File: src/dv/prog.hex
// One 32-bit RV32I instruction per line, starting at byte address 0
// Column: instruction word in hex, then the assembly it encodes
00500093  // 00: addi x1, x0, 5
FFD00113  // 04: addi x2, x0, -3
002081B3  // 08: add  x3, x1, x2
40110233  // 0c: sub  x4, x2, x1
0020F2B3  // 10: and  x5, x1, x2
0020E333  // 14: or   x6, x1, x2
001123B3  // 18: slt  x7, x2, x1
0020A433  // 1c: slt  x8, x1, x2
0F017493  // 20: andi x9, x2, 0xf0
FF00E513  // 24: ori  x10, x1, -16
00708013  // 28: addi x0, x1, 7
001005B3  // 2c: add  x11, x0, x1
00C00613  // 30: addi x12, x0, 12
00462223  // 34: sw   x4, 4(x12)
00A62423  // 38: sw   x10, 8(x12)
00462683  // 3c: lw   x13, 4(x12)
00862703  // 40: lw   x14, 8(x12)
00468463  // 44: beq  x13, x4, +8  (taken)
00100793  // 48: addi x15, x0, 1   (skipped)
00208463  // 4c: beq  x1, x2, +8   (not taken)
00209463  // 50: bne  x1, x2, +8   (taken)
00200793  // 54: addi x15, x0, 2   (skipped)
00319463  // 58: bne  x3, x3, +8   (not taken)
00000063  // 5c: beq  x0, x0, 0    (final loop)
File: src/logic/cpuPkg.sv
package cpuPkg;

    localparam int xlen      = 32;
    localparam int regAddrW  = 5;
    localparam int imemDepth = 64;                 // Words of program ROM
    localparam int dmemDepth = 64;                 // Words of data RAM
    localparam int imemAw    = $clog2(imemDepth);
    localparam int dmemAw    = $clog2(dmemDepth);

    typedef logic [xlen-1:0]     word_t;
    typedef logic [regAddrW-1:0] regIdx_t;

    // RV32I major opcodes in use
    localparam logic [6:0] opReg    = 7'b0110011;
    localparam logic [6:0] opImm    = 7'b0010011;
    localparam logic [6:0] opLoad   = 7'b0000011;
    localparam logic [6:0] opStore  = 7'b0100011;
    localparam logic [6:0] opBranch = 7'b1100011;

    typedef enum logic [2:0] {
        aluAdd,
        aluSub,
        aluAnd,
        aluOr,
        aluSlt
    } aluOp_t;

    typedef struct packed {
        logic    regWrite;
        logic    aluSrcImm;   // Second operand from immediate
        logic    memWrite;
        logic    memToReg;
        logic    branch;
        logic    branchNe;    // bne instead of beq
        aluOp_t  aluOp;
        regIdx_t rs1;
        regIdx_t rs2;
        regIdx_t rd;
        word_t   imm;
    } ctrl_t;

    // One record per retired instruction
    typedef struct packed {
        logic    valid;
        word_t   pc;
        word_t   inst;
        regIdx_t rd;
        logic    regWrite;
        word_t   wdata;
        logic    memWrite;
        word_t   memAddr;
        word_t   memData;
        word_t   nextPc;
    } retire_t;

endpackage

File: src/logic/fetchUnit.sv
`timescale 1ns/1ps

module fetchUnit (
    input  logic           CLK,
    input  logic           arstN,
    input  logic           branchTaken,
    input  cpuPkg::word_t  branchTarget,
    output cpuPkg::word_t  pc,
    output cpuPkg::word_t  inst
);

    // Program image, read only
    cpuPkg::word_t rom [cpuPkg::imemDepth];

    cpuPkg::word_t pcPlus4;
    cpuPkg::word_t pcNext;
    logic [cpuPkg::imemAw-1:0] romIdx;

    initial begin
        $readmemh("/design/src/dv/prog.hex", rom);
    end

    assign pcPlus4 = pc + 32'd4;
    assign pcNext  = branchTaken ? branchTarget : pcPlus4;

    // Word index, byte offset dropped
    assign romIdx = pc[cpuPkg::imemAw+1:2];
    assign inst   = rom[romIdx];

    always_ff @(posedge CLK or negedge arstN) begin
        if (!arstN) begin
            pc <= '0;
        end else begin
            pc <= pcNext;
        end
    end

    // Branch targets come from execute, so a bad immediate would show up here
    pcAligned: assert property (
        @(posedge CLK) disable iff (!arstN)
        pc[1:0] == 2'b00
    ) else $error("fetchUnit: pc %h not word aligned", pc);

endmodule

File: src/logic/decodeUnit.sv
`timescale 1ns/1ps

module decodeUnit (
    input  cpuPkg::word_t inst,
    output cpuPkg::ctrl_t ctrl
);

    logic [6:0] opcode;
    logic [2:0] funct3;
    logic       funct7b5;

    cpuPkg::word_t immI;
    cpuPkg::word_t immS;
    cpuPkg::word_t immB;

    assign opcode   = inst[6:0];
    assign funct3   = inst[14:12];
    assign funct7b5 = inst[30];

    // Sign extended immediates
    assign immI = {{20{inst[31]}}, inst[31:20]};
    assign immS = {{20{inst[31]}}, inst[31:25], inst[11:7]};
    assign immB = {{19{inst[31]}}, inst[31], inst[7], inst[30:25], inst[11:8], 1'b0};

    always_comb begin
        ctrl       = '0;               // Unknown opcode acts as nop
        ctrl.aluOp = cpuPkg::aluAdd;
        ctrl.rs1   = inst[19:15];
        ctrl.rs2   = inst[24:20];
        ctrl.rd    = inst[11:7];

        case (opcode)
            cpuPkg::opReg: begin
                ctrl.regWrite = 1'b1;
                case (funct3)
                    3'b000:  ctrl.aluOp = funct7b5 ? cpuPkg::aluSub : cpuPkg::aluAdd;
                    3'b010:  ctrl.aluOp = cpuPkg::aluSlt;
                    3'b110:  ctrl.aluOp = cpuPkg::aluOr;
                    3'b111:  ctrl.aluOp = cpuPkg::aluAnd;
                    default: ctrl.regWrite = 1'b0;   // Shifts etc. not supported
                endcase
            end
            cpuPkg::opImm: begin
                ctrl.regWrite  = 1'b1;
                ctrl.aluSrcImm = 1'b1;
                ctrl.imm       = immI;
                case (funct3)
                    3'b000:  ctrl.aluOp = cpuPkg::aluAdd;
                    3'b110:  ctrl.aluOp = cpuPkg::aluOr;
                    3'b111:  ctrl.aluOp = cpuPkg::aluAnd;
                    default: ctrl.regWrite = 1'b0;
                endcase
            end
            cpuPkg::opLoad: begin
                ctrl.regWrite  = 1'b1;
                ctrl.aluSrcImm = 1'b1;
                ctrl.memToReg  = 1'b1;
                ctrl.imm       = immI;
            end
            cpuPkg::opStore: begin
                ctrl.aluSrcImm = 1'b1;
                ctrl.memWrite  = 1'b1;
                ctrl.imm       = immS;
            end
            cpuPkg::opBranch: begin
                ctrl.aluOp = cpuPkg::aluSub;  // Compare by subtraction
                ctrl.imm   = immB;
                // Only beq and bne
                ctrl.branch   = (funct3 == 3'b000) || (funct3 == 3'b001);
                ctrl.branchNe = funct3[0];
            end
            default: begin
                ctrl.rd = '0;
            end
        endcase
    end

endmodule

File: src/logic/regFile.sv
`timescale 1ns/1ps

module regFile (
    input  logic            CLK,
    input  logic            arstN,
    input  cpuPkg::regIdx_t rs1,
    input  cpuPkg::regIdx_t rs2,
    output cpuPkg::word_t   rd1,
    output cpuPkg::word_t   rd2,
    input  logic            wbEn,
    input  cpuPkg::regIdx_t wbRd,
    input  cpuPkg::word_t   wbData
);

    cpuPkg::word_t regs [2**cpuPkg::regAddrW];

    always_ff @(posedge CLK or negedge arstN) begin
        if (!arstN) begin
            for (int i = 0; i < 2**cpuPkg::regAddrW; i++) begin
                regs[i] <= '0;
            end
        end else if (wbEn && (wbRd != '0)) begin
            regs[wbRd] <= wbData;   // x0 never written
        end
    end

    // Zero latency reads
    assign rd1 = (rs1 == '0) ? '0 : regs[rs1];
    assign rd2 = (rs2 == '0) ? '0 : regs[rs2];

    // Write enable comes from execute and must be gated there during reset
    noWriteInReset: assert property (
        @(posedge CLK) !arstN |-> !wbEn
    ) else $error("regFile: write enable seen during reset");

endmodule

File: src/logic/executeUnit.sv
`timescale 1ns/1ps

module executeUnit (
    input  cpuPkg::word_t   pc,
    input  cpuPkg::word_t   inst,
    input  cpuPkg::ctrl_t   ctrl,
    input  cpuPkg::word_t   rd1,
    input  cpuPkg::word_t   rd2,
    input  cpuPkg::word_t   memRdata,
    input  logic            arstN,
    output cpuPkg::word_t   memAddr,
    output cpuPkg::word_t   memWdata,
    output logic            memWe,
    output logic            wbEn,
    output cpuPkg::regIdx_t wbRd,
    output cpuPkg::word_t   wbData,
    output logic            branchTaken,
    output cpuPkg::word_t   branchTarget,
    output cpuPkg::retire_t retire
);

    cpuPkg::word_t aluB;
    cpuPkg::word_t aluResult;
    cpuPkg::word_t pcPlus4;
    logic          aluZero;

    assign aluB = ctrl.aluSrcImm ? ctrl.imm : rd2;

    always_comb begin
        case (ctrl.aluOp)
            cpuPkg::aluAdd: aluResult = rd1 + aluB;
            cpuPkg::aluSub: aluResult = rd1 - aluB;
            cpuPkg::aluAnd: aluResult = rd1 & aluB;
            cpuPkg::aluOr:  aluResult = rd1 | aluB;
            cpuPkg::aluSlt: begin
                // Signed compare
                aluResult = {31'b0, $signed(rd1) < $signed(aluB)};
            end
            default:        aluResult = '0;
        endcase
    end

    assign aluZero = (aluResult == '0);

    // beq on zero, bne on nonzero
    assign branchTaken  = ctrl.branch && (aluZero ^ ctrl.branchNe);
    assign branchTarget = pc + ctrl.imm;
    assign pcPlus4      = pc + 32'd4;

    assign memAddr  = aluResult;
    assign memWdata = rd2;
    assign memWe    = ctrl.memWrite && arstN;

    assign wbRd   = ctrl.rd;
    assign wbEn   = ctrl.regWrite && (ctrl.rd != '0) && arstN;   // x0 shows as no write
    assign wbData = ctrl.memToReg ? memRdata : aluResult;

    always_comb begin
        retire.valid    = arstN;
        retire.pc       = pc;
        retire.inst     = inst;
        retire.rd       = wbRd;
        retire.regWrite = wbEn;
        retire.wdata    = wbData;
        retire.memWrite = memWe;
        retire.memAddr  = memAddr;
        retire.memData  = memWdata;
        retire.nextPc   = branchTaken ? branchTarget : pcPlus4;
    end

endmodule

File: src/logic/dataMem.sv
`timescale 1ns/1ps

module dataMem (
    input  logic          CLK,
    input  cpuPkg::word_t addr,
    input  cpuPkg::word_t wdata,
    input  logic          we,
    output cpuPkg::word_t rdata
);

    cpuPkg::word_t ram [cpuPkg::dmemDepth];

    logic [cpuPkg::dmemAw-1:0] wordIdx;

    // Upper address bits wrap
    assign wordIdx = addr[cpuPkg::dmemAw+1:2];

    always_ff @(posedge CLK) begin
        if (we) begin
            ram[wordIdx] <= wdata;
        end
    end

    assign rdata = ram[wordIdx];   // Combinational read

    // Only whole-word stores exist in this core
    storeAligned: assert property (
        @(posedge CLK) we |-> (addr[1:0] == 2'b00)
    ) else $error("dataMem: misaligned store to %h", addr);

endmodule

File: src/logic/cpuTop.sv
`timescale 1ns/1ps

module cpuTop (
    input  logic            CLK,
    input  logic            arstN,
    output cpuPkg::retire_t retire
);

    cpuPkg::word_t   pc;
    cpuPkg::word_t   inst;
    cpuPkg::ctrl_t   ctrl;
    cpuPkg::word_t   rd1;
    cpuPkg::word_t   rd2;
    cpuPkg::word_t   memAddr;
    cpuPkg::word_t   memWdata;
    cpuPkg::word_t   memRdata;
    logic            memWe;
    logic            wbEn;
    cpuPkg::regIdx_t wbRd;
    cpuPkg::word_t   wbData;
    logic            branchTaken;
    cpuPkg::word_t   branchTarget;

    fetchUnit u_fetchUnit (
        .CLK          (CLK),
        .arstN        (arstN),
        .branchTaken  (branchTaken),
        .branchTarget (branchTarget),
        .pc           (pc),
        .inst         (inst)
    );

    decodeUnit u_decodeUnit (
        .inst (inst),
        .ctrl (ctrl)
    );

    // Reads in parallel with decode
    regFile u_regFile (
        .CLK    (CLK),
        .arstN  (arstN),
        .rs1    (ctrl.rs1),
        .rs2    (ctrl.rs2),
        .rd1    (rd1),
        .rd2    (rd2),
        .wbEn   (wbEn),
        .wbRd   (wbRd),
        .wbData (wbData)
    );

    executeUnit u_executeUnit (
        .pc           (pc),
        .inst         (inst),
        .ctrl         (ctrl),
        .rd1          (rd1),
        .rd2          (rd2),
        .memRdata     (memRdata),
        .arstN        (arstN),
        .memAddr      (memAddr),
        .memWdata     (memWdata),
        .memWe        (memWe),
        .wbEn         (wbEn),
        .wbRd         (wbRd),
        .wbData       (wbData),
        .branchTaken  (branchTaken),
        .branchTarget (branchTarget),
        .retire       (retire)
    );

    dataMem u_dataMem (
        .CLK   (CLK),
        .addr  (memAddr),
        .wdata (memWdata),
        .we    (memWe),
        .rdata (memRdata)
    );

endmodule

File: config.mk
export PLATFORM = sky130hd
export DESIGN_NAME = cpuTop
export DESIGN_NICKNAME = d
export VERILOG_FILES = /design/src/logic/cpuPkg.sv /design/src/logic/fetchUnit.sv /design/src/logic/decodeUnit.sv /design/src/logic/regFile.sv /design/src/logic/executeUnit.sv /design/src/logic/dataMem.sv /design/src/logic/cpuTop.sv
export SDC_FILE = /design/constraint.sdc
export NUM_CORES = 1
export LEC_CHECK = 0
export BUFFER_PORTS_ARGS = -buffer_cell sky130_fd_sc_hd__clkbuf_2
export CAP_MARGIN = 10
export CORE_ASPECT_RATIO = 2
export CORE_MARGIN = 3
export CORE_UTILIZATION = 39
export DETAILED_ROUTE_END_ITERATION = 7
export PLACE_DENSITY_LB_ADDON = 0.15
export SETUP_SLACK_MARGIN = 0.05
export SYNTH_ARGS = -nofsm -noshare
export SYNTH_HDL_FRONTEND = slang
export SYNTH_SLANG_ARGS = --single-unit
File: constraint.sdc
create_clock -name CLK -period 2.6 [get_ports CLK]
set_clock_uncertainty 0.2 [all_clocks]
set_input_delay 0.39 -clock CLK [delete_from_list [all_inputs] [get_ports CLK]]
set_output_delay 0.39 -clock CLK [all_outputs]
set_load 0.1 [all_outputs]
==> impl_metrics.json <==
{
  "largest_reg_flops": 30,
  "critical_path.startpoint": "u_fetchUnit.pc[5]",
  "wl_per_cell_microns": 13.3,
  "num_io_pins": 202,
  "power_mw": 1.94,
  "clock_sinks": 30,
  "status": "finished, violations left",
  "critical_path_arrival_ps": 2030,
  "synthDominantCellAreaShare_pct": 44.3,
  "r2r_slack_ps": 640,
  "setup_ws_ps": -17.4,
  "grt.overflow.total": 0,
  "slew_viol_final": 0,
  "hold_path.class": "input pin to async pin",
  "reg_top3": "u_fetchUnit.pc: 30 flops",
  "synth_common_cells": "buf_4 (140), dfrtp_1 (30), xnor2_1 (24)",
  "finalHoldViolCount": 0,
  "ir_drop_mv": 0.371,
  "cp-endpoint": "retire[31]",
  "largest-register": "u_fetchUnit.pc",
  "grt_pass1_vias": 1370,
  "port_buffers": 62,
  "grt_max_degree": 31,
  "drc": 0,
  "yosys.cell_count.top_type": "buf_4",
  "worst_slew_pin_slew_ps": 561,
  "root_buffer": "clkbuf_16",
  "violations": "setup timing",
  "ant_nets": 0,
  "r2r_end": "u_fetchUnit.pc[31]",
  "maxCapViolCount": 0,
  "gp_congestion": 0.770,
  "avgSynthCellArea_sq_um": 9.56,
  "synth-async-reset-ratio_pct": 100,
  "nets": 344,
  "drt_pre_antenna_iters": 4,
  "required_ps": 2010,
  "crit_buf_inv": 2,
  "start_util_pct": 40.8,
  "rr_startpoint": "u_fetchUnit.pc[5]",
  "cp_slowest_cell": "dfrtp_4",
  "core_area_sq_um": 5810,
  "yosys-top-cells-area": "buf_4 (44%), dfrtp_1 (32%), xnor2_1 (8.9%)",
  "p_per_area_nw_per_um2": 544,
  "yosys.area.top_type": "buf_4",
  "grt_usage_pct": 14.9,
  "critical_path.top_delay_family": "simple AND/OR/NAND/NOR gates",
  "die_x_microns": 61.1,
  "rsz0062_at_grt": "yes",
  "cts_tree": "done",
  "p_leak_nw": 1.89,
  "vias": 1618,
  "post-place-cells": 373,
  "cts_buffer_depth": 2,
  "grt_first_pass_wirelength_mm": 7.50,
  "yosysWarnings": 0,
  "worstSetupPathType": "flip-flop to output pin",
  "n_fill_cell": 466,
  "cp_num_cells": 6,
  "synth_flop_cell": "dfrtp_1",
  "fin_crit_sh_pct": 101,
  "drtIter0Drc": 24,
  "layout_min_cycle_time_ps": 2620,
  "startpoint_type": "flip-flop",
  "diodes": 0,
  "final.setup.tns_ps": -27.7,
  "register_area_sq_um": 815,
  "htreeDepth": 2,
  "routed_wl_mm": 5.34,
  "die_h_microns": 116,
  "synth_edf_count": 0,
  "viasPerCell": 4.01,
  "max_freq_mhz": 382,
  "synth.distinct_cells": 21,
  "worstSkewPairLatency_ps": 280,
  "seq_area_frac_synth_pct": 31.7,
  "instances_no_fill": 403,
  "timing.slew.headroom_pct": 62.7,
  "syn_to_final_growth_pct": 50.6,
  "clk_pin_slew_ps": 50,
  "drive_gt1_share_pct": 49.1,
  "dpl_worst_slack_ps": 157,
  "worst_path_largest_cell_delay_ps": 450,
  "crit_path_end_kind": "output pin",
  "critPathMaxFanout": 9,
  "path_cells": "and4_4 > nor4b_4 > buf_6 > nand4_1 > xnor2_4 > buf_12",
  "die-area_sq_um": 7110,
  "antenna_found_initial": 0,
  "cts_buffers": 5,
  "syn_inst": 248,
  "syn-cell-area_sq_um": 2370,
  "synth-seq-cells": 30,
  "finalSetupViolations": 2,
  "multiInputGateArea_sq_um": 1670,
  "r2r_cells": 6,
  "num_rows": 39,
  "dpl.hpwl_mm": 4.10
}
==> area by class of cell <==
class,count,area share [%]
Multi-Input combinational cell,214,46.7
Timing Repair Buffer,88,24.1
Sequential cell,30,22.8
Clock buffer,8,4.10
Tap cell,61,2.14
Inverter,2,0.210
==> through the flow <==
step | instance area [sq um] | hold WS (ps) | util [%]
2_1_floorplan | 3440 | -106 | -
3_3_place_gp | 3140 | 332 | 54.1
3_5_place_dp | 3140 | 332 | 54.1
4_1_cts | 3410 | 48.2 | 58.7
5_1_grt | 3570 | 53.8 | 61.5
6_report | 3570 | 11.1 | 61.5
==> report_power, final <==
| group | internal, mW | total, mW | switching, mW | leakage, nW |
|---|---|---|---|---|
| combinational | 0.00201 | 0.892 | 0.889 | 1.46 |
| sequential | 0.467 | 0.467 | 0 | 0.362 |
| clock | 0.381 | 0.584 | 0.203 | 0.0712 |
| total | 0.850 | 1.94 | 1.09 | 1.89 |
==> placed cells by master, fill, tap and decap left out, types with 5 or more instances in the layout <==
master     instances
buf_12            22
buf_4             24
clkbuf_16          5
clkbuf_2          38
conb_1           139
dfrtp_2           15
dfrtp_4           12
nand2_1            5
nand4_1           10
xnor2_4           21
==> per-layer routing <==
layer | vias up | track usage, % | share of wire (%)
met1 | 788 | 15.0 | 30
met3 | 7 | 3.43 | 9.1
li1 | 700 | - | -
met5 | - | 0 | 0
met2 | 123 | 27.4 | 59
met4 | 0 | 6.95 | 2.1
==> worst reg2reg max path: stages (launching register included) <==
cell	delay, ps
dfrtp_4	450
and4_4	240
nor4b_4	200
buf_6	180
nand4_1	230
xnor2_4	210
buf_4	140
==> kinds of logic after synthesis <==
kind of cell,after synthesis,share of synthesized area (%)
xor+xnor,28,10.3
fa+ha+maj,1,0.528
buf+inv,142,44.6
flops,30,31.7
other cells,1,0.158
simple gates,46,12.7
==> worst min path at each step <==
stage | from | endpoint | slack [ps]
3_5_place_dp | u_fetchUnit.pc[4] | u_fetchUnit.pc[4] | 330
2_1_floorplan | arstN | u_fetchUnit.pc[13] | -110
4_1_cts | arstN | u_fetchUnit.pc[12] | 50
3_3_place_gp | u_fetchUnit.pc[2] | u_fetchUnit.pc[2] | 330
6_report | arstN | u_fetchUnit.pc[28] | 10
5_1_grt | arstN | u_fetchUnit.pc[16] | 50
==> what timing repair did <==
action / CTS / global route
pin swaps: 11 / 11
resized for setup: 7 / 19
hold buffers: 0 / 0
setup buffers: 11 / 10
cloned: 1 / 0
setup endpoints to repair: 17 / 19
(Power assumes the default switching activity.)
